===== src/common/isaPkg.sv =====
`default_nettype none

package isaPkg;

    typedef logic [31:0] instrT;
    typedef logic [4:0] regIdxT;

    typedef enum logic [3:0] {
        aluAdd,
        aluSub,
        aluAnd,
        aluOrr,
        aluEor,
        aluEnor,
        aluLsl,
        aluLsr,
        aluPass
    } aluOpT;

    // Instruction field positions
    localparam int rdHi = 4;
    localparam int rdLo = 0;
    localparam int rnHi = 9;
    localparam int rnLo = 5;
    localparam int rmHi = 20;
    localparam int rmLo = 16;
    localparam int shamtHi = 15;
    localparam int shamtLo = 10;
    localparam int aluImmHi = 21;
    localparam int aluImmLo = 10;
    localparam int dtOffHi = 20;
    localparam int dtOffLo = 12;
    localparam int opHi = 31;
    localparam int opLo = 26;
    localparam int rFuncHi = 25;
    localparam int rFuncLo = 21;
    localparam int iFuncHi = 24;
    localparam int iFuncLo = 22;

    // Opcode groups in the top six bits
    localparam logic [5:0] opGroupR = 6'b001010;
    localparam logic [5:0] opGroupI = 6'b100010;
    localparam logic [5:0] opGroupD = 6'b110100;

    // R-format and D-format functions, bits 25..21
    localparam logic [4:0] funcAdd = 5'b00000;
    localparam logic [4:0] funcAnd = 5'b00010;
    localparam logic [4:0] funcEor = 5'b00100;
    localparam logic [4:0] funcEnor = 5'b00101;
    localparam logic [4:0] funcLsl = 5'b00110;
    localparam logic [4:0] funcLsr = 5'b00111;
    localparam logic [4:0] funcOrr = 5'b01000;
    localparam logic [4:0] funcSub = 5'b01001;
    localparam logic [4:0] funcLdur = 5'b00000;
    localparam logic [4:0] funcStur = 5'b00001;

    // I-format functions, bits 24..22
    localparam logic [2:0] funcAddi = 3'b000;
    localparam logic [2:0] funcAndi = 3'b010;
    localparam logic [2:0] funcEori = 3'b100;
    localparam logic [2:0] funcOrri = 3'b110;
    localparam logic [2:0] funcSubi = 3'b111;

    localparam regIdxT zeroReg = 5'd31;

    // Opcode group zero is unused, so an all-zero word decodes as a NOP
    localparam instrT nopInstr = 32'h0000_0000;

endpackage

`default_nettype wire


===== src/common/pipePkg.sv =====
`default_nettype none

package pipePkg;

    import isaPkg::*;

    typedef logic [63:0] wordT;
    typedef logic [63:0] addrT;

    // Decode to execute
    typedef struct packed {
        wordT opA;
        wordT opB;
        wordT imm;
        logic useImm;
        aluOpT aluOp;
        logic load;
        logic store;
        logic wrEn;
        regIdxT dest;
    } decExT;

    // Execute to memory; result doubles as the data address
    typedef struct packed {
        wordT result;
        wordT storeData;
        logic load;
        logic store;
        logic wrEn;
        regIdxT dest;
    } exMemT;

    // Register file write port
    typedef struct packed {
        logic wrEn;
        regIdxT dest;
        wordT value;
    } wbT;

endpackage

`default_nettype wire


===== src/verilog/fetchStage.sv =====
`timescale 1ns/1ps
`default_nettype none

module fetchStage #(
    parameter pipePkg::addrT resetPc = '0
) (
    input  wire                clk,
    input  wire                reset,
    input  wire isaPkg::instrT instr,
    output pipePkg::addrT      iAddr,
    output isaPkg::instrT      fetched
);

    import isaPkg::*;

    always_ff @(posedge clk)
    begin
        if (reset)
        begin
            iAddr <= resetPc;
            fetched <= nopInstr;
        end
        else
        begin
            iAddr <= iAddr + 64'd4;
            fetched <= instr;
        end
    end

    // PC stays on a word boundary
    pcAligned: assert property (@(posedge clk) disable iff (reset)
        iAddr[1:0] == 2'b00);

endmodule

`default_nettype wire


===== config.mk =====
export PLATFORM = sky130hd
export DESIGN_NAME = fetchStage
export DESIGN_NICKNAME = d
export VERILOG_FILES = /design/src/common/isaPkg.sv /design/src/common/pipePkg.sv /design/src/verilog/fetchStage.sv
export SDC_FILE = /design/constraint.sdc
export NUM_CORES = 1
export LEC_CHECK = 0
export BUFFER_PORTS_ARGS = -buffer_cell sky130_fd_sc_hd__buf_2
export CAP_MARGIN = 0
export CORE_ASPECT_RATIO = 0.5
export CORE_UTILIZATION = 54
export DETAILED_ROUTE_END_ITERATION = 12
export GPL_TIMING_DRIVEN = 0
export PLACE_DENSITY = 0.95
export SLEW_MARGIN = 0
export SYNTH_ARGS = -nofsm -noshare
export SYNTH_HDL_FRONTEND = slang
export SYNTH_SLANG_ARGS = --single-unit

===== constraint.sdc =====
create_clock -name clk -period 3.65 [get_ports clk]
set_input_delay 1.095 -clock clk [delete_from_list [all_inputs] [get_ports clk]]
set_output_delay 1.095 -clock clk [all_outputs]
set_load 0.1 [all_outputs]

# ---- Word-level counts from Yosys, hierarchy flattened
# Cells that the tools add are included.
dict set report totals {
  reg_bits 96
  inputBits 34
  output_inout_bits 96
  elab_cells 3
}
dict set report classes {
  add_sub_neg 1
}
# operator n
set ops {}
lappend ops {{64-bit by 3-bit adder with 64-bit output, second input constant} 1}

# ---- Logic depth before layout (Yosys ltp)
# Gate-level depths: netlist of run 1.
dict set report logic_depth {
  ltp_word 1
  ltp_mapped 6
  depth_no_buf 6
}

# ---- Worst setup path before layout of run 1
# OpenSTA, ideal clock, no wires.
dict set report synth_timing {
  kind {register to register}
  start {register iAddr[2]}
  end {register iAddr[62]}
  setup_time_ns 0.071
  t_arrival_ns 2.641
  required_ns 3.579
  path_slack_ns 0.938
  path_stages_with_launch 7
  n_path_buf 0
  synth_period_minus_slack_ns 2.712
  path_cell_list {dfxtp_1 ha_1 nand4_1 nor2_1 nand4_1 or4_1 a21oi_1}
}
dict set report synth_via {
  elab_chain_len 1
}
# element line_no
set synth_lines {}
lappend synth_lines {{start, declared} fetchStage.sv:10} ;# output pipePkg::addrT iAddr,
lappend synth_lines {{start signal, assigned} fetchStage.sv:20} ;# iAddr <= resetPc;
lappend synth_lines {{start signal, assigned} fetchStage.sv:25} ;# iAddr <= iAddr + 64'd4;
lappend synth_lines {{64-bit by 3-bit adder with 64-bit output} fetchStage.sv:25}
# No other way between the ends.
# A chain may end at the register's enable or synchronous reset.

# ---- Worst setup path after layout of run 1
dict set report layout_timing {
  start {register iAddr[9]}
  end {output port iAddr[9]}
}
# No word-level cell between the ends.

==> flow_summary.yaml, run 1 <==
critical_path:
  crit_path_top_delay_cell: "dfxtp_1"
  critPathMaxFanout: 7
  critPathCaptureType: "output pin"
  max_stage_delay_ns: 0.51
  start_kind: "flip-flop"
  path_buf_inv: 1
  r2r-start: "iAddr[2]"
  r2r_cells: 6
  worstPathRequired_ns: 2.55
  crit_type: "flip-flop to output pin"
  r2r-end: "iAddr[62]"
  cp_top_family: "flip-flops"
  cp.arrival_ns: 1.36
  path_cells: "buf_2"
  regToRegSetupSlack_ns: 1.25
placement:
  post-dp-hpwl_mm: 7.30
  place_congestion: 0.920
  placed_cells: 653
  dp_slack_ns: 1.34
  numPortBuffers: 126
timing:
  slew_viol_final: 0
  rsz0062_at_grt: "false"
  hold_viol_final: 0
  setup_viol: 0
  fin_ws_ns: 1.20
  slew_headroom_pct: 54.2
  setup-tns-final_ns: 0
  tightest_slew_ns: 0.681
  period_needed_ns: 2.45
  fin_crit_sh_pct: 67.2
  skew_ns: 0.00544
  timing.fmax_ghz: 0.407
worst_hold_path:
  hp-class: "flip-flop to flip-flop"
  worstHoldPathCells: 2
  hp-start: "iAddr[63]"
  holdPathEnd: "iAddr[63]"
clock_network:
  clock-root-buffer: "clkbuf_16"
  cts_resized: 0
  clk_pin_slew_ns: 0.07
  clk_path_buf_depth: 2
  cts_setup_buffers: 0
  insertion_delay_ns: 0.36
  cts_sinks: 94
  cts_tree: "yes"
  htreeDepth: 3
  cts_hold_buf: 0
  cts_inserted_buffers: 9
synth:
  ys.flop_type: "dfxtp_1"
  synth-edff-count: 0
  synthArstFlopShare_pct: 0
  ys_types: 44
  synth_cells: 434
  ys_warn_count: 0
  syn_avg_cell_area_um2: 9.07
  netlist_area_um2: 3940
  ys_ff_latch: 94
  ys_seq_area_share_pct: 47.8
floorplanning:
  coreArea_um2: 6860
  ios: 130
  die_height_um: 62.4
  rows: 21
  die_x_um: 123
  dieArea_um2: 7660
  start_util_pct: 57.4
flow_run:
  cap_violations: 0
power:
  leakagePower_nw: 2.02
  irDropWorstVdd_mv: 0.287
  power_density_nw_per_um2: 454
grt:
  track_usage_pct: 29.0
  grt_pass1_wl_mm: 17.1
  antenna_found_initial: 0
  grt_remaining_overflow: 0
  grt_pass1_vias: 3538
  grt_start_max_net_pins: 18
cells_and_area:
  antenna_cells: 0
  fin_util_pct: 72.8
  stdcell_count: 669
  final_nets: 607
  area_delta_synth_final_pct: 26.8
  drive_above_1_share_pct: 28.4
routing:
  drt-initial-drc-count: 292
  dr.pass1.iters: 6
  via_count: 3808
  ant_nets: 0
  drc: 0
  avgRoutedWirePerCell_um: 15.6
  via_per_inst: 5.69
  routed_wl_mm: 10.5
run_status:
  status: "finished, final reports clean"
## flip-flops by register name (all words and copies together) (netlist names)
| signal | count |
|---|---|
| iAddr | 62 |
| fetched | 32 |
## cell usage in the layout, fill, tap and decap left out, types with 2 or more instances in the layout
cell type,instances
buf_4,2
or4_1,12
or2_2,3
a21oi_1,27
nor4_4,2
inv_1,9
dfxtp_1,94
buf_6,2
and4_1,3
and3_1,3
xor2_1,12
xnor2_1,19
or3_1,14
o21ai_0,16
nor2_1,40
nand4_1,23
nand4_4,2
nor2b_1,36
and2_1,3
clkbuf_1,8
buf_2,127
nor3_1,11
o31ai_1,11
clkbuf_16,9
nor4_1,7
nand3_1,28
nand2_1,28
inv_6,3
conb_1,2
## layer usage
metal	track usage (%)	wire (um)	vias to the layer above
met5	0	0	-
met4	13.1	337	0
met3	9.67	917	43
met2	46.2	4850	203
met1	35.7	4360	1729
li1	-	-	1833
## kinds of logic after synthesis
| group | count (synthesis) | share of synthesized area (%) |
|---|---|---|
| flops | 94 | 47.8 |
| xor+xnor | 31 | 6.90 |
| buf+inv | 23 | 2.95 |
| fa+ha+maj | 1 | 0.318 |
| simple gates | 226 | 33.5 |
| compound gates | 58 | 8.48 |
| other cells | 1 | 0.0952 |
## worst min-delay path: stages (launching register included)
cell and delay [ns]:
dfxtp_1 0.33, o31ai_1 0.06, a21oi_1 0.06
## final cells by class
class / instances / area [um2]
Buffer: 14 / 82.6
Clock buffer: 9 / 225
Clock inverter: 7 / 80.1
Fill cell: 483 / 1870
Inverter: 9 / 33.8
Multi-Input combinational cell: 318 / 1940
Sequential cell: 94 / 1880
Tap cell: 92 / 115
Timing Repair Buffer: 126 / 631
## worst max-delay path by stage
| stage | from | end | cells after the start |
|---|---|---|---|
| detailed placement | iAddr[2] | iAddr[62] | 6 |
| global placement | iAddr[2] | iAddr[62] | 6 |
| CTS | iAddr[9] | iAddr[9] | 1 |
| floorplan | iAddr[2] | iAddr[62] | 6 |
| finish | iAddr[9] | iAddr[9] | 1 |
| global route | iAddr[2] | iAddr[56] | 6 |
## cells in the mapped netlist (3+ instances only)
cell / instances / area, um2
and4_1: 3 / 26.3
a21oi_1: 27 / 135
or4_1: 12 / 90.1
nand3_1: 28 / 140
o31ai_1: 11 / 82.6
or3_1: 14 / 87.6
inv_1: 9 / 33.8
clkbuf_1: 8 / 30.0
and3_1: 3 / 18.8
o21ai_0: 16 / 80.1
nor3_1: 11 / 55.1
xor2_1: 12 / 105
nand4_1: 23 / 144
or2_2: 3 / 18.8
nand2_1: 28 / 105
dfxtp_1: 94 / 1880
nor4_1: 7 / 43.8
and2_1: 3 / 18.8
nor2_1: 40 / 150
xnor2_1: 19 / 166
nor2b_1: 36 / 225
## power breakdown
part           switching, mW  total (mW)  internal, mW
clock network          0.423       0.965         0.541
logic                  0.203       0.246        0.0425
registers            0.00918        1.06          1.05
## per-stage QoR
step	total power [mW]	hold slack [ns]	area (um2)
final	2.27	0.494	4990
after global routing	2.34	0.519	4990
after detailed placement	1.32	0.480	4690
after CTS	2.27	0.490	4990
after floorplan	1.28	0.888	3940
after global placement	1.32	0.467	4690
(Power assumes the default switching activity.)
==> inputs of run 2 (changes only) <==
- ABC_AREA: not set -> 1
- CORE_UTILIZATION: 54 -> 47
- PLACE_DENSITY: 0.95 -> 0.86
- clock period: 3.65 -> 2.1 ns (I/O delays scaled with it)
==> flow_summary.yaml, run 2 <==
synth:
  synthArstFlopShare_pct: 0
  syn_avg_cell_area_um2: 6.42
  synth.most_common_cell: "nand2_1"
  synth_cells: 716
  yosys-top-cells-count: "184 x nand2_1, 182 x nor2_1, 107 x inv_1"
  synth-edff-count: 0
  ys.flop_type: "dfxtp_1"
  synthTopCellsByArea: "dfxtp_1 41%, nand2_1 15%, nor2_1 15%, inv_1 8.7%, nand2_2 2.7%"
  ys_seq_area_share_pct: 40.9
  ys_ff_latch: 94
  synth_area_leader_cell: "dfxtp_1"
  netlist_area_um2: 4600
  yosysTopAreaCellShare_pct: 40.9
  ys_types: 28
  ys_warn_count: 0
cells_and_area:
  antenna_cells: 0
  largest_register_ff_count: 62
  largestRegisters: "iAddr: 62 flops, fetched: 32 flops"
  regMostFlops: "iAddr"
  final_nets: 889
  area_delta_synth_final_pct: 23.6
  final_common_cell: "nand2_1"
  fillerInstances: 919
  mostFrequentLayoutCells: "184 x nand2_1, 182 x nor2_1, 127 x buf_2, 107 x inv_1, 83 x dfxtp_1"
  drive_above_1_share_pct: 23.9
  fin_util_pct: 60.0
run_status:
  status: "finished, final reports clean"
power:
  seq_power_share_pct: 48.7
  switching_share_pct: 28.5
  irDropWorstVdd_mv: 0.482
  internal-power_mw: 2.69
  clockPowerShare_pct: 39.6
  power_density_nw_per_um2: 663
  pwr-share-comb_pct: 11.7
  switchingPower_mw: 1.07
  leakagePower_nw: 2.78
timing:
  setup_viol: 0
  period_needed_ns: 1.89
  slew_headroom_pct: 62.7
  hold_ws_ns: 0.456
  skew_ns: 0.00672
  slew_viol_final: 0
  rsz0062_at_grt: "false"
  hold_viol_final: 0
  setup-tns-final_ns: 0
  tightest_slew_ns: 0.559
  timing.fmax_ghz: 0.530
  fin_crit_sh_pct: 89.8
placement:
  numPortBuffers: 126
  place_congestion: 0.956
  post-dp-hpwl_mm: 9.58
grt:
  grtUsageMet3_pct: 8.05
  grt_pass1_wl_mm: 19.2
  grt_pass1_vias: 4266
  grt_remaining_overflow: 0
  busiest_layer: "met2"
  grt_start_max_net_pins: 16
  antenna_found_initial: 0
  track_usage_pct: 24.4
  grt_use_met2_pct: 40.6
  use_met1_pct: 29.5
clock_network:
  cts_hold_buf: 0
  cts_sinks: 94
  cts_tree: "yes"
  htreeDepth: 3
  cts_setup_buffers: 0
  clk_path_buf_depth: 2
  cts_resized: 0
  insertion_delay_ns: 0.35
  cts_inserted_buffers: 9
  clk_pin_slew_ns: 0.06
  clock-root-buffer: "clkbuf_16"
critical_path:
  cp_top_family: "buffers and inverters"
  start_kind: "flip-flop"
  worstPathRequired_ns: 1.47
  path_buf_inv: 1
  path_cells: "buf_2"
  r2r-start: "iAddr[2]"
  crit_type: "flip-flop to output pin"
  regToRegSetupSlack_ns: 0.27
  max_stage_delay_ns: 0.47
  r2r-end: "iAddr[44]"
  r2r_cells: 10
  cp.arrival_ns: 1.26
  critPathCaptureType: "output pin"
  critPathMaxFanout: 5
  crit_path_top_delay_cell: "buf_2"
floorplanning:
  start_util_pct: 48.5
  rows: 25
  die_x_um: 142
  coreArea_um2: 9480
  ios: 130
  die_height_um: 72.0
  dieArea_um2: 10200
routing:
  via_count: 4723
  via_per_inst: 4.76
  ant_nets: 0
  routed_wl_mm: 12.2
  drt-initial-drc-count: 333
  drc: 0
  dr.pass1.iters: 7
  avgRoutedWirePerCell_um: 12.2
worst_hold_path:
  hp-start: "iAddr[2]"
  hp-class: "flip-flop to flip-flop"
  worstHoldPathCells: 1
  holdPathEnd: "iAddr[2]"
flow_run:
  cap_violations: 0
run 2: cell types whose count changed after synthesis, sizes merged, moves of 12 or more:
cell,before,now
xnor2,19,0
nand4,26,5
or3,14,0
inv,9,111
nor2,41,206
or4,13,0
nand3,29,17
nand2,28,206
nor2b,36,0
run 2: cell type report:
cell class	count	area (um2)	share of cell area, %
Multi-Input combinational cell	500	2250	39.6
Inverter	111	417	7.33
Sequential cell	94	1900	33.4
Timing Repair Buffer	126	631	11.1
Clock inverter	5	37.5	0.661
Clock buffer	10	229	4.03
Tap cell	135	169	2.97
Buffer	12	53.8	0.947
run 2: kinds of logic (layout without fill, tap and decap cells):
family | Yosys count | in the layout | synth area share, %
DFF | 94 | 94 | 40.9
buffers and inverters | 123 | 264 | 10.2
and+or+nand+nor | 439 | 439 | 40.8
other | 1 | 2 | 0.0815
AOI/OAI and AO/OA | 49 | 49 | 6.04
adders and majority gates | 1 | 1 | 0.272
xor gates and xnor gates | 9 | 9 | 1.71
run 2: worst max-delay path by stage:
stage | slack, ns | from | end | cells past startpoint
global route | 0.13 | iAddr[2] | iAddr[60] | 10
finish | 0.21 | iAddr[49] | iAddr[49] | 1
CTS | 0.20 | iAddr[10] | iAddr[10] | 1
global placement | 0.24 | reset | iAddr[33] | 5
detailed placement | 0.27 | reset | iAddr[15] | 5
floorplan | 0.003 | iAddr[13] | iAddr[38] | 9
run 2: per-stage QoR:
stage                     area [um2]  instances  power, mW  setup WS, ns
final                           5680        993       3.77         0.215
after global routing            5680        993       3.89         0.132
after CTS                       5680        993       3.80         0.201
after detailed placement        5420        978       2.32         0.270
after global placement          5420        978       2.31         0.244
after floorplan                 4620        717       2.23       0.00286
run 2: power groups by stage:
stage          logic [mW]  registers (mW)  clock network (mW)
2_1_floorplan      0.0854            2.15                   0
5_1_grt             0.465            1.83                1.59
4_1_cts             0.444            1.83                1.52
6_report            0.443            1.83                1.49
3_5_place_dp        0.444            1.87                   0
3_3_place_gp        0.439            1.87                   0
run 2: routing by layer:
metal	vias to the layer above	wire, um
met2	187	5400
met1	2086	5260
li1	2417	-
met5	-	0
met3	33	1150
met4	0	347
==> inputs of run 3 (changes only) <==
- ABC_AREA: 1 -> not set
- CORE_UTILIZATION: 47 -> 45
- PLACE_DENSITY: 0.86 -> 0.85
==> flow_summary.yaml, run 3 (synthesis results as in run 1) <==
run_status:
  status: "finished, final reports clean"
cells_and_area:
  area_delta_synth_final_pct: 36.3
  drive_above_1_share_pct: 41.4
  largest_register_ff_count: 62
  multiInputGateArea_um2: 2010
  mostFrequentLayoutCells: "127 x buf_2, 44 x dfxtp_4, 37 x nor2_1, 37 x dfxtp_1, 36 x nor2b_1"
  seqCellArea_um2: 2060
  fin_area_um2: 5370
  final_common_cell: "buf_2"
  regMostFlops: "iAddr"
  largestRegisters: "iAddr: 62 flops, fetched: 32 flops"
  fillerInstances: 639
  antenna_cells: 0
  final_nets: 624
clock_network:
  clk_path_buf_depth: 2
  cts_sinks: 94
  cts_hold_buf: 0
  cts_tree: "yes"
  clk_pin_slew_ns: 0.07
  clock-root-buffer: "clkbuf_16"
  htreeDepth: 3
  cts_inserted_buffers: 9
  insertion_delay_ns: 0.35
power:
  power_density_nw_per_um2: 699
  leakagePower_nw: 2.19
  total_power_mw: 3.75
  irDropWorstVdd_mv: 0.420
critical_path:
  critPathMaxFanout: 6
  worstPathRequired_ns: 2.38
  regToRegSetupSlack_ns: 0.03
  critPathCaptureType: "flip-flop"
  cp.arrival_ns: 2.34
  crit_type: "flip-flop to flip-flop"
  start_kind: "flip-flop"
grt:
  grt_remaining_overflow: 0
  antenna_found_initial: 0
  grt_pass1_wl_mm: 15.6
  track_usage_pct: 22.1
  grt_start_max_net_pins: 18
  grt_pass1_vias: 3361
flow_run:
  cap_violations: 0
placement:
  numPortBuffers: 126
  place_area_um2: 4900
  place_congestion: 0.912
  post-dp-hpwl_mm: 7.51
routing:
  dr.pass1.iters: 6
  ant_nets: 0
  drt-initial-drc-count: 270
  via_count: 3836
  via_per_inst: 5.43
  drc: 0
  routed_wl_mm: 10.7
  avgRoutedWirePerCell_um: 15.2
floorplanning:
  dieArea_um2: 9150
  die_height_um: 68.1
  coreArea_um2: 8230
  rows: 23
  start_util_pct: 47.8
  die_x_um: 134
  ios: 130
timing:
  timing.fmax_ghz: 0.483
  slew_viol_final: 0
  fin_crit_sh_pct: 98.5
  skew_ns: 0.00832
  slew_headroom_pct: 55.3
  setup_viol: 0
  period_needed_ns: 2.07
  hold_viol_final: 0
  tightest_slew_ns: 0.671
worst_hold_path:
  hp-class: "flip-flop to flip-flop"
## run 3: worst max-delay path, cell delays in order (launching register included)
cell and delay, ns:
dfxtp_4 0.38, nand4_1 0.26, nor2_4 0.29, nand4_1 0.24
buf_4 0.22, or4_1 0.46, a21oi_1 0.15
## run 3: what timing repair did
item                       in CTS  in global routing
pin swaps                       1                 13
setup buffers                   0                 17
resized for setup               3                 10
setup endpoints to repair       9                 20
## run 3: final cells by class
class                   count  share of cell area (%)
well taps                 112                    2.61
flip-flops and latches     94                    38.4
clock buffers               9                    4.20
plain buffers              14                    1.54
clock inverters             7                    1.05
multi-input cells         318                    37.4
repair buffers            143                    14.1
inverters                   9                   0.629
## run 3: per-layer routing
layer	up-vias	part of all wire [%]	GRT usage (%)
met5	-	0	0
met1	1798	43	26.7
met2	157	48	37.5
met4	0	1.2	8.01
met3	16	7.5	7.56
li1	1865	-	-
## run 3: power breakdown
group          total (mW)  switching, mW  internal, mW
logic               0.427          0.353        0.0740
clock network        1.55          0.726         0.820
registers            1.78         0.0138          1.77
## run 3: worst paths after layout
check / start / end / cells past startpoint
max: iAddr[24] / iAddr[63] / 6
min: iAddr[2] / iAddr[2] / 1
max reg2reg: iAddr[24] / iAddr[63] / 6
min reg2reg: iAddr[2] / iAddr[2] / 1
## run 3: stage by stage
stage	hold WS, ns	TNS (ns)	instances	worst slack, ns	util [%]
finish	0.453	0	706	0.0316	65.2
global route	0.474	-0.200	706	-0.0947	65.2
CTS	0.453	-0.276	689	-0.0758	63.1
detailed placement	0.443	-0.248	673	-0.0712	59.5
global placement	0.444	-0.0810	673	-0.0398	59.5
floorplan	0.592	0	435	0.00136	-
