`src/common/isaPkg.sv`:
```
`default_nettype none

package isaPkg;

    typedef logic [31:0] instrT;
    typedef logic [4:0] regIdxT;

    typedef enum logic [3:0] {
        aluAdd,
        aluSub,
        aluAnd,
        aluOrr,
        aluEor,
        aluEnor,
        aluLsl,
        aluLsr,
        aluPass
    } aluOpT;

    // Instruction field positions
    localparam int rdHi = 4;
    localparam int rdLo = 0;
    localparam int rnHi = 9;
    localparam int rnLo = 5;
    localparam int rmHi = 20;
    localparam int rmLo = 16;
    localparam int shamtHi = 15;
    localparam int shamtLo = 10;
    localparam int aluImmHi = 21;
    localparam int aluImmLo = 10;
    localparam int dtOffHi = 20;
    localparam int dtOffLo = 12;
    localparam int opHi = 31;
    localparam int opLo = 26;
    localparam int rFuncHi = 25;
    localparam int rFuncLo = 21;
    localparam int iFuncHi = 24;
    localparam int iFuncLo = 22;

    // Opcode groups in the top six bits
    localparam logic [5:0] opGroupR = 6'b001010;
    localparam logic [5:0] opGroupI = 6'b100010;
    localparam logic [5:0] opGroupD = 6'b110100;

    // R-format and D-format functions, bits 25..21
    localparam logic [4:0] funcAdd = 5'b00000;
    localparam logic [4:0] funcAnd = 5'b00010;
    localparam logic [4:0] funcEor = 5'b00100;
    localparam logic [4:0] funcEnor = 5'b00101;
    localparam logic [4:0] funcLsl = 5'b00110;
    localparam logic [4:0] funcLsr = 5'b00111;
    localparam logic [4:0] funcOrr = 5'b01000;
    localparam logic [4:0] funcSub = 5'b01001;
    localparam logic [4:0] funcLdur = 5'b00000;
    localparam logic [4:0] funcStur = 5'b00001;

    // I-format functions, bits 24..22
    localparam logic [2:0] funcAddi = 3'b000;
    localparam logic [2:0] funcAndi = 3'b010;
    localparam logic [2:0] funcEori = 3'b100;
    localparam logic [2:0] funcOrri = 3'b110;
    localparam logic [2:0] funcSubi = 3'b111;

    localparam regIdxT zeroReg = 5'd31;

    // Opcode group zero is unused, so an all-zero word decodes as a NOP
    localparam instrT nopInstr = 32'h0000_0000;

endpackage

`default_nettype wire

```
`src/common/pipePkg.sv`:
```
`default_nettype none

package pipePkg;

    import isaPkg::*;

    typedef logic [63:0] wordT;
    typedef logic [63:0] addrT;

    // Decode to execute
    typedef struct packed {
        wordT opA;
        wordT opB;
        wordT imm;
        logic useImm;
        aluOpT aluOp;
        logic load;
        logic store;
        logic wrEn;
        regIdxT dest;
    } decExT;

    // Execute to memory; result doubles as the data address
    typedef struct packed {
        wordT result;
        wordT storeData;
        logic load;
        logic store;
        logic wrEn;
        regIdxT dest;
    } exMemT;

    // Register file write port
    typedef struct packed {
        logic wrEn;
        regIdxT dest;
        wordT value;
    } wbT;

endpackage

`default_nettype wire

```
`src/verilog/memoryStage.sv`:
```
`timescale 1ns/1ps
`default_nettype none

module memoryStage (
    input  wire                 clk,
    input  wire                 reset,
    input  wire pipePkg::exMemT fromExecute,
    output pipePkg::addrT       dAddr,
    output pipePkg::wordT       storeData,
    output logic                storeEn,
    input  wire pipePkg::wordT  loadData,
    output pipePkg::wbT         writeback
);

    // Data memory sees the stage register directly
    assign dAddr = fromExecute.result;
    assign storeData = fromExecute.storeData;
    assign storeEn = fromExecute.store;

    always_ff @(posedge clk)
    begin
        writeback.value <= fromExecute.load ? loadData : fromExecute.result;
        writeback.dest <= fromExecute.dest;
        if (reset)
            writeback.wrEn <= 1'b0;
        else
            writeback.wrEn <= fromExecute.wrEn;
    end

    // Decode never flags both for one instruction
    loadStoreExclusive: assert property (@(posedge clk) disable iff (reset)
        !(fromExecute.load && fromExecute.store));

endmodule

`default_nettype wire

```
`config.mk`:
```
export PLATFORM = sky130hd
export DESIGN_NAME = memoryStage
export DESIGN_NICKNAME = d
export VERILOG_FILES = /design/src/common/isaPkg.sv /design/src/common/pipePkg.sv /design/src/verilog/memoryStage.sv
export SDC_FILE = /design/constraint.sdc
export NUM_CORES = 1
export LEC_CHECK = 0
export BUFFER_PORTS_ARGS = -buffer_cell sky130_fd_sc_hd__clkbuf_2
export CAP_MARGIN = 10
export CORE_AREA = 2 2 156 158
export CTS_BUF_LIST = sky130_fd_sc_hd__clkbuf_4 sky130_fd_sc_hd__clkbuf_8 sky130_fd_sc_hd__clkbuf_16
export DETAILED_ROUTE_END_ITERATION = 7
export DIE_AREA = 0 0 158 160
export MAX_ROUTING_LAYER = met4
export RECOVER_POWER = 100
export SLEW_MARGIN = 20
export SYNTH_ARGS = -nofsm -noshare
export SYNTH_HDL_FRONTEND = slang
export SYNTH_SLANG_ARGS = --single-unit
```
`constraint.sdc`:
```
create_clock -name clk -period 0.8 [get_ports clk]
set_input_delay 0.04 -clock clk [delete_from_list [all_inputs] [get_ports clk]]
set_output_delay 0.04 -clock clk [all_outputs]
set_load 0.01 [all_outputs]
```
=== Word level (Yosys, flattened, before mapping) ===
Index checks and enable logic that the tools add are counted.

* Mux-type cells: 1

{| class="wikitable"
|+ Operator list
! cell !! number
|-
| $mux 64 || 1
|}

* Bits in registers: 70
* Input port bits: 202
* Logic and storage cells: 4
* Output and inout port bits: 199

=== Depth between registers and ports, before layout ===
Gate-level depths: netlist of run 1.

* Word-level depth: 1
* Depth in mapped cells: 3
* Depth with buffers taken out: 1

=== Least setup slack after synthesis of run 1 ===
No wires, ideal clock.

* Path type: input -> register
* Start: input port fromExecute[7] (netlist name)
* End: register writeback[10] (netlist name)
* Cell stages on the path: 3
* Setup slack: 0.033 ns
* Required time: 0.679 ns
* Arrival time: 0.645 ns
* Path buffers: 2
* Setup time: 0.121 ns
* Cell sequence: buf_6 -> buf_12 -> mux2_4

* Cells in the longest elaborated chain, start to end: 1

{| class="wikitable"
|+ RTL lines
! what !! line !! RTL
|-
| start, declared || memoryStage.sv:7 || <nowiki>input wire pipePkg::exMemT fromExecute,</nowiki>
|-
| $mux 64 || memoryStage.sv:22 || <nowiki>writeback.value <= fromExecute.load ? loadData : fromExecute.result;</nowiki>
|-
| end, declared || memoryStage.sv:12 || <nowiki>output pipePkg::wbT writeback</nowiki>
|}

No other way between the ends.
A chain may end at the register's enable or synchronous reset.

=== Worst setup path after layout of run 1 ===
* Start: register writeback[22] (netlist name)
* End: output port writeback[22] (netlist name)

No word-level cell between the ends.

==> key figures, run 1 <==
Critical path
  • CP startpoint kind: register
  • CP required: 0.76 ns
  • Worst-path maximum fanout: 1
  • Bufs and invs on worst path: 1
  • CP delay by family, top: flip-flops
  • CP Class: register to output port
  • Crit path capture type: output port
  • Data arrival time of the critical path: 0.81 ns
  • CP Cell Sequence: buf_6
  • CP max stage delay: 0.36 ns
  • CP max-delay cell: dfxtp_2

Clocking
  • CTS clk-pin slew, worst paths: 0.06 ns
  • TritonCTS buffer count: 9
  • Root buf cell: clkbuf_16
  • Maximum clock path buffer count: 2
  • Clock Sinks: 70
  • H-tree levels: 3
  • CTS tree: done

GRT
  • GRT overflow: 0
  • First-pass GRT wire length: 17280 µm
  • Vias in the first global route: 2963
  • Initial antenna violation count: 0
  • All-Layer GR Usage: 0.09784
  • Largest net degree at the start of global routing: 31

Finish
  • ANT cells: 0
  • Final core utilization: 0.2489
  • Reg with most FFs: writeback
  • Final #Nets: 757
  • Area Growth Syn to Fin: 71.67%
  • Largest register FFs: 70
  • Biggest registers after layout: writeback x70
  • Share of layout cells above drive strength 1: 0.4714

Run
  • Max Cap Viol: 0

Route
  • DR WL/cell: 14.93 µm
  • Total wire length: 13200 µm
  • Vias per inst: 3.195
  • Detail Route Antenna Nets: 0
  • Drc violations: 0
  • DR vias: 2824
  • DR pass1 iterations: 4
  • Starting DRT DRC Count: 102

Placement
  • Worst slack, placed: -0.1178 ns
  • Buffers added on ports: 270
  • Placer congestion estimate: 0.6832
  • DPL Wire Length: 9401 µm

Floorplanning
  • Site row count: 57
  • Die width: 158 µm
  • Core Area: 0.02382 mm²
  • Die area: 0.02528 mm²
  • Initial Util: 0.1450
  • I/O Pins: 401
  • Chip height: 160 µm

Outcome
  • Failing checks: setup timing
  • Status: complete, but fails checks

Timing
  • Hold WS: 0.08000 ns
  • Post-route minimum period: 0.8467 ns
  • Tightest Pin Transition: 0.2466 ns
  • Setup TNS: -0.3290 ns
  • Final WS setup: -0.04665 ns
  • Hold Vio Cnt, Final: 0
  • Max Slew Vio Count: 0
  • Final Cycle Share: 1.058
  • Relative slew slack: 0.8363
  • RSZ-0062 raised after global routing: true
  • F_max: 1.181 GHz
  • Final setup viols: 33

Power and ir drop
  • Total Power: 10.73 mW
  • Leak: 2.635 nW
  • PwrDens: 1810 mW/mm²
  • IR Drop Worst-Case VDD: 1.083 mV

Synthesis
  • Yosys reg bits: 70
  • Netlist cell types: 7
  • Synth Instances: 271
  • Area of the mapped netlist: 0.003453 mm²
  • Warnings from Yosys: 0
  • Syn nets: 473
  • Post-Syn Area per Cell: 12.74 µm²
  • Sequential area share after synthesis: 0.4058

Min path
  • HP Class: primary input to output port
[layout by cell type, fill, tap and decap left out, drive strengths merged]
master / synthesis / final
dfxtp: 70 / 70
buf: 136 / 75
mux2: 64 / 64
clkbuf: 0 / 208
inv: 0 / 1
clkinv: 0 / 3
bufinv: 0 / 3
dlygate4sd3: 0 / 135
nor2b: 1 / 1
[cell families after synthesis]
kind of cell | after synthesis | share of synthesized area
buffers and inverters | 136 | 0.3185
DFF | 70 | 0.4058
muxes | 64 | 0.2739
and+or+nand+nor | 1 | 0.001813
[metal layers]
metal,GRT usage,part of all wire
met5,-,0
met4,0.06224,0.044
met3,0.04478,0.13
met2,0.1862,0.53
met1,0.07054,0.30
[through the flow]
| step | std cells | cell area, µm² |
|---|---|---|
| 5_1_grt | 884 | 5928 |
| 4_1_cts | 884 | 5998 |
| 2_1_floorplan | 271 | 3453 |
| 6_report | 884 | 5928 |
| 3_3_place_gp | 733 | 4168 |
| 3_5_place_dp | 733 | 4168 |
[synthesized netlist by cell type, drive strengths merged]
cell	count	share of area
buf	136	0.32
dfxtp	70	0.41
mux2	64	0.27
nor2b	1	0.0018
[path summary, 6_finish.rpt]
kind,from,endpoint,slack (ns),depth (start not counted)
worst max-delay path,writeback[22],writeback[22],-0.05,1
worst min-delay path,fromExecute[24],storeData[16],0.08,0
[power by group]
group / switching (mW) / leakage, nW / total, mW / internal [mW]
clock network: 1.60 / 0.170 / 4.67 / 3.06
registers: 0.113 / 0.591 / 3.90 / 3.79
logic: 0.824 / 1.87 / 2.16 / 1.34
[repair_timing]
| item | CTS | global route |
|---|---|---|
| setup endpoints to repair | 70 | 70 |
| hold buffers | 135 | 0 |
| buffers inserted | 0 | 0 |
| gates resized for setup | 40 | 114 |
| gates cloned | 0 | 0 |
| hold endpoints to repair | 70 | 0 |
[area by class of cell]
cell class | count | area (µm²)
clock buffer | 9 | 225.2
sequential | 70 | 1449
multi-input combinational | 65 | 790.8
timing repair buffer | 409 | 2937
fill | 2617 | 17890
tap | 324 | 405.4
clock inverter | 7 | 121.4
Note: power is estimated with default switching activity, not from simulation.
==> inputs of run 2 (changes only) <==
--- a/config.mk
+++ b/config.mk
@@ -5,6 +5,7 @@
 export SDC_FILE = /design/constraint.sdc
 export NUM_CORES = 1
 export LEC_CHECK = 0
+export ABC_CLOCK_PERIOD_IN_PS = 800
 export BUFFER_PORTS_ARGS = -buffer_cell sky130_fd_sc_hd__clkbuf_2
 export CAP_MARGIN = 10
 export CORE_AREA = 2 2 156 158
@@ -12,6 +13,7 @@
 export DETAILED_ROUTE_END_ITERATION = 7
 export DIE_AREA = 0 0 158 160
 export MAX_ROUTING_LAYER = met4
+export PLACE_DENSITY = 0.51
 export RECOVER_POWER = 100
 export SLEW_MARGIN = 20
 export SYNTH_ARGS = -nofsm -noshare
==> run 2 against run 1 <==
  * The run still ends with setup timing left
  * Sequential cell count is the same
  * Largest power group unchanged
  * First-iteration DRC count shrank 55%
  * Highest routed layer unchanged
  * Worst setup slack lost 0.0012 ns
  * Cell count grew 0.57%
==> key figures, run 2 (synthesis gave the netlist of run 1 again) <==
Power and ir drop
  • PwrDens: 1726 mW/mm² (was 1810 mW/mm²)
  • IR Drop Worst-Case VDD: 0.5774 mV (was 1.083 mV)
  • Leak: 2.640 nW (was 2.635 nW)
  • Total Power: 10.20 mW (was 10.73 mW)

Critical path
  • CP max stage delay: 0.35 ns (was 0.36 ns)
  • CP required: 0.76 ns (about the same)
  • Data arrival time of the critical path: 0.81 ns (about the same)
  • CP startpoint kind: register (unchanged)
  • CP delay by family, top: flip-flops (unchanged)
  • Crit path capture type: output port (unchanged)
  • CP max-delay cell: dfxtp_2 (unchanged)
  • CP Cell Sequence: buf_8 (was buf_6)
  • Worst-path maximum fanout: 1 (unchanged)
  • Bufs and invs on worst path: 1 (unchanged)
  • CP Class: register to output port (unchanged)

Timing
  • Max Slew Vio Count: 0 (unchanged)
  • Setup TNS: -0.5602 ns (was -0.3290 ns)
  • Hold Vio Cnt, Final: 0 (unchanged)
  • Relative slew slack: 0.8319 (was 0.8363)
  • Final setup viols: 38 (was 33)
  • F_max: 1.179 GHz (was 1.181 GHz)
  • Final WS setup: -0.04788 ns (was -0.04665 ns)
  • Final Cycle Share: 1.060 (was 1.058)
  • Post-route minimum period: 0.8479 ns (was 0.8467 ns)
  • Tightest Pin Transition: 0.2533 ns (was 0.2466 ns)
  • RSZ-0062 raised after global routing: true (unchanged)

Placement
  • DP Cell Count: 741 (was 733)
  • DPL Wire Length: 9269 µm (was 9401 µm)
  • Worst slack, placed: -0.1789 ns (was -0.1178 ns)
  • Buffers added on ports: 270 (unchanged)
  • Placer congestion estimate: 0.7362 (was 0.6832)

Finish
  • Fin cells: 889 (was 884)
  • Biggest registers after layout: writeback x70 (unchanged)
  • ANT cells: 0 (unchanged)
  • FF+latch area: 0.001451 mm² (was 0.001449 mm²)
  • Most common cell after layout, fill and taps aside: dlygate4sd3_1 (unchanged)
  • Multi-input logic area: 775.7 µm² (was 790.8 µm²)
  • Final #Nets: 763 (was 757)
  • Fillcell total: 2606 (was 2617)
  • Area Growth Syn to Fin: 71.20% (was 71.67%)
  • Most frequent cells in the layout: dlygate4sd3_1, clkbuf_2, clkbuf_1 (unchanged)
  • Final core utilization: 0.2482 (was 0.2489)
  • Largest register FFs: 70 (unchanged)
  • Reg with most FFs: writeback (unchanged)
  • Share of layout cells above drive strength 1: 0.4832 (was 0.4714)

GRT
  • All-Layer GR Usage: 0.09938 (was 0.09784)
  • GRT overflow: 0 (unchanged)
  • Largest net degree at the start of global routing: 18 (was 31)
  • Initial antenna violation count: 0 (unchanged)
  • First-pass GRT wire length: 17590 µm (was 17280 µm)
  • Vias in the first global route: 3025 (was 2963)

Floorplanning
  • Initial Util: 0.1450 (unchanged)
  • Die width: 158 µm (unchanged)
  • I/O Pins: 401 (unchanged)
  • Die area: 0.02528 mm² (unchanged)
  • Chip height: 160 µm (unchanged)
  • Site row count: 57 (unchanged)
  • Core Area: 0.02382 mm² (unchanged)

Clocking
  • CTS clk-pin slew, worst paths: 0.07 ns (was 0.06 ns)
  • Clock Sinks: 70 (unchanged)
  • Maximum clock path buffer count: 2 (unchanged)
  • TritonCTS buffer count: 9 (unchanged)
  • Setup Fix Bufs, Post-CTS: 0 (unchanged)
  • CTS tree: done (unchanged)
  • Root buf cell: clkbuf_16 (unchanged)
  • H-tree levels: 3 (unchanged)

Outcome
  • Status: complete, but fails checks (unchanged)
  • Failing checks: setup timing (unchanged)

Route
  • Total wire length: 13200 µm (about the same)
  • Starting DRT DRC Count: 46 (was 102)
  • DR WL/cell: 14.85 µm (was 14.93 µm)
  • DR pass1 iterations: 3 (was 4)
  • DR vias: 2837 (was 2824)
  • Detail Route Antenna Nets: 0 (unchanged)
  • Drc violations: 0 (unchanged)
  • Vias per inst: 3.191 (was 3.195)

Run
  • Max Cap Viol: 0 (unchanged)

Min path
  • HP Class: primary input to register (was primary input to output port)
## run 2: cell types whose count changed in the layout (fill, tap and decap cells not counted), moves of 2 or more
cell           previous run  this run
buf_4                     3        11
clkbuf_2                114       122
clkbuf_1                 85        78
mux2_1                   43        48
mux2_4                   17        13
bufinv_16                 3         1
clkinv_4                  2         0
clkinvlp_4                0         2
dlygate4sd3_1           135       133
## run 2: through the flow
stage | hold slack (ns) | cell area [µm²]
final | 0.005391 | 5912
after global routing | 0.01852 | 5912
after floorplan | 0.06772 | 3453
after CTS | 0.02329 | 5991
after detailed placement | 0.08007 | 4228
after global placement | 0.08007 | 4228
## run 2: final cells by class
| class | count | area share |
|---|---|---|
| clock buffers | 10 | 0.04042 |
| clock inverters | 5 | 0.009947 |
| multi-input cells | 65 | 0.1312 |
| flip-flops and latches | 70 | 0.2455 |
| well taps | 324 | 0.06857 |
| repair buffers | 415 | 0.5043 |
## run 2: final timing paths
path | endpoint | start | slack, ns | depth (start not counted)
hold / removal | writeback[12] | fromExecute[84] | 0.005 | 2
setup / recovery | writeback[11] | writeback[11] | -0.05 | 1
## run 2: metal layers
metal / wire (µm) / track usage / vias up
met1: 4275 / 0.08144 / 1266
li1: - / - / 1335
met4: 434 / 0.05119 / 0
met5: 0 / - / -
met2: 7202 / 0.1907 / 190
met3: 1289 / 0.03528 / 46
## run 2: what timing repair did
item                                    CTS  global route
hold buffers                            134             0
endpoints found under the setup margin   70            71
pin swaps                                 0             0
gates resized for setup                  40           113
gates cloned                              0             0
endpoints found under the hold margin    70             0
## run 2: report_power, final
group          internal, mW  switching (mW)
registers              3.79           0.120
logic                  1.35           0.825
clock network          2.49            1.63
total                  7.63            2.58
==> inputs of run 3 (changes only) <==
--- a/config.mk
+++ b/config.mk
@@ -14,7 +14,6 @@
 export DIE_AREA = 0 0 158 160
 export MAX_ROUTING_LAYER = met4
 export PLACE_DENSITY = 0.51
-export RECOVER_POWER = 100
 export SLEW_MARGIN = 20
 export SYNTH_ARGS = -nofsm -noshare
 export SYNTH_HDL_FRONTEND = slang
==> run 3 against run 2 <==
  * The flow still finishes with violations (setup timing)
  * Sequential cell count unchanged
  * Non-clock buffer count is the same
  * Cell count stayed put
  * Worst setup slack gained 0.0012 ns
  * Global-route usage unchanged
  * Critical path type unchanged
  * Highest routed layer unchanged
==> key figures, run 3 (synthesis gave the netlist of run 1 again) <==
Timing
  • Relative slew slack: 0.8493 (was 0.8319)
  • Hold WS: 0.004662 ns (was 0.005391 ns)
  • Final WS setup: -0.04667 ns (was -0.04788 ns)
  • Final setup viols: 37 (was 38)
  • Post-route minimum period: 0.8467 ns (was 0.8479 ns)
  • RSZ-0062 raised after global routing: true (unchanged)
  • F_max: 1.181 GHz (was 1.179 GHz)
  • Setup TNS: -0.5348 ns (was -0.5602 ns)
  • Tightest Pin Transition: 0.2261 ns (was 0.2533 ns)
  • Max Slew Vio Count: 0 (unchanged)
  • Final Cycle Share: 1.058 (was 1.060)
  • Hold Vio Cnt, Final: 0 (unchanged)

Run
  • Max Cap Viol: 0 (unchanged)

Floorplanning
  • Die area: 0.02528 mm² (unchanged)
  • Site row count: 57 (unchanged)
  • Die width: 158 µm (unchanged)
  • Core Area: 0.02382 mm² (unchanged)
  • Initial Util: 0.1450 (unchanged)
  • Chip height: 160 µm (unchanged)
  • I/O Pins: 401 (unchanged)

Route
  • DR vias: 2837 (unchanged)
  • DR pass1 iterations: 4 (was 3)
  • Total wire length: 13170 µm (was 13200 µm)
  • DR WL/cell: 14.81 µm (was 14.85 µm)
  • Starting DRT DRC Count: 51 (was 46)
  • Drc violations: 0 (unchanged)
  • Vias per inst: 3.191 (unchanged)
  • Detail Route Antenna Nets: 0 (unchanged)

Power and ir drop
  • IR Drop Worst-Case VDD: 0.5786 mV (was 0.5774 mV)
  • Leak: 3.068 nW (was 2.640 nW)
  • Total Power: 10.45 mW (was 10.20 mW)
  • PwrDens: 1689 mW/mm² (was 1726 mW/mm²)

Clocking
  • CTS tree: done (unchanged)
  • Maximum clock path buffer count: 2 (unchanged)
  • H-tree levels: 3 (unchanged)
  • CTS clk-pin slew, worst paths: 0.07 ns (about the same)
  • Clock Sinks: 70 (unchanged)
  • Root buf cell: clkbuf_16 (unchanged)
  • TritonCTS buffer count: 9 (unchanged)

Outcome
  • Status: complete, but fails checks (unchanged)
  • Failing checks: setup timing (unchanged)

GRT
  • Vias in the first global route: 3025 (unchanged)
  • First-pass GRT wire length: 17590 µm (unchanged)
  • Largest net degree at the start of global routing: 18 (unchanged)
  • Initial antenna violation count: 0 (unchanged)
  • All-Layer GR Usage: 0.09938 (unchanged)
  • GRT overflow: 0 (unchanged)

Critical path
  • Worst-path maximum fanout: 1 (unchanged)
  • CP required: 0.76 ns (about the same)
  • Critical Path Start: writeback[11] (unchanged)
  • CP max stage delay: 0.35 ns (about the same)
  • WP depth: 1 (unchanged)
  • CP max-delay cell: dfxtp_2 (unchanged)
  • Setup crit end: writeback[11] (unchanged)
  • Crit path capture type: output port (unchanged)
  • Data arrival time of the critical path: 0.81 ns (about the same)
  • CP delay by family, top: flip-flops (unchanged)
  • CP Class: register to output port (unchanged)
  • CP Cell Sequence: buf_8 (unchanged)
  • Bufs and invs on worst path: 1 (unchanged)
  • CP startpoint kind: register (unchanged)

Finish
  • Final #Nets: 763 (unchanged)
  • Fin cells: 889 (unchanged)
  • Most frequent cells in the layout: clkbuf_2, dlygate4sd3_1, mux2_4 (was dlygate4sd3_1, clkbuf_2, clkbuf_1)
  • Area Growth Syn to Fin: 79.13% (was 71.20%)
  • Most common cell after layout, fill and taps aside: clkbuf_2 (was dlygate4sd3_1)
  • ANT cells: 0 (unchanged)
  • Fillcell total: 2494 (was 2606)
  • FF+latch area: 0.001451 mm² (unchanged)
  • Reg with most FFs: writeback (unchanged)
  • Multi-input logic area: 952.2 µm² (was 775.7 µm²)
  • Biggest registers after layout: writeback x70 (unchanged)
  • Share of layout cells above drive strength 1: 0.7062 (was 0.4832)
  • Largest register FFs: 70 (unchanged)

Min path
  • HP Class: primary input to register (unchanged)
  • Worst Hold Launch: fromExecute[84] (unchanged)

Placement
  • DPL Wire Length: 9269 µm (unchanged)
  • DP Cell Count: 741 (unchanged)
  • Placer congestion estimate: 0.7362 (unchanged)
  • Buffers added on ports: 270 (unchanged)
[run 3: cell counts in the layout (fill, tap and decap cells not counted)]
Identical to the previous run, type by type.
[run 3: area by class of cell]
class | instances | area share
flip-flops and latches | 70 | 0.2346
repair buffers | 415 | 0.4978
clock inverters | 5 | 0.009506
multi-input cells | 65 | 0.1539
clock buffers | 10 | 0.03863
well taps | 324 | 0.06553
[run 3: what timing repair did]
item	in CTS	in global routing
hold endpoints to repair	70	0
hold buffers	134	0
gates cloned	0	0
resized for setup	40	113
setup buffers	0	0
endpoints found under the setup margin	70	71
[run 3: metal layers]
layer / part of all wire / wire length (µm) / up-vias / track usage
met5: 0 / 0 / - / -
met4: 0.033 / 438 / 0 / 0.05119
met3: 0.098 / 1294 / 44 / 0.03528
met2: 0.55 / 7242 / 192 / 0.1907
met1: 0.32 / 4193 / 1269 / 0.08144
li1: - / - / 1332 / -
[run 3: worst min path at each step]
stage | to | slack, ns | depth (start not counted)
floorplan | writeback[64] | 0.07 | 0
global placement | storeData[28] | 0.08 | 0
detailed placement | storeData[28] | 0.08 | 0
CTS | writeback[62] | 0.02 | 2
global route | writeback[62] | 0.02 | 2
finish | writeback[12] | 0.005 | 2
[run 3: metrics by stage]
| step | area [µm²] | setup WS, ns | util |
|---|---|---|---|
| after floorplan | 3453 | 0.03347 | - |
| final | 6186 | -0.04667 | 0.2597 |
| after global placement | 4228 | -0.1700 | 0.1775 |
| after global routing | 6186 | -0.08763 | 0.2597 |
| after detailed placement | 4228 | -0.1789 | 0.1775 |
| after CTS | 5991 | -0.1032 | 0.2515 |
[run 3: power by group]
group	internal (mW)	switching, mW
clock	2.49	1.63
combinational	1.56	0.856
sequential	3.79	0.121
total	7.84	2.61
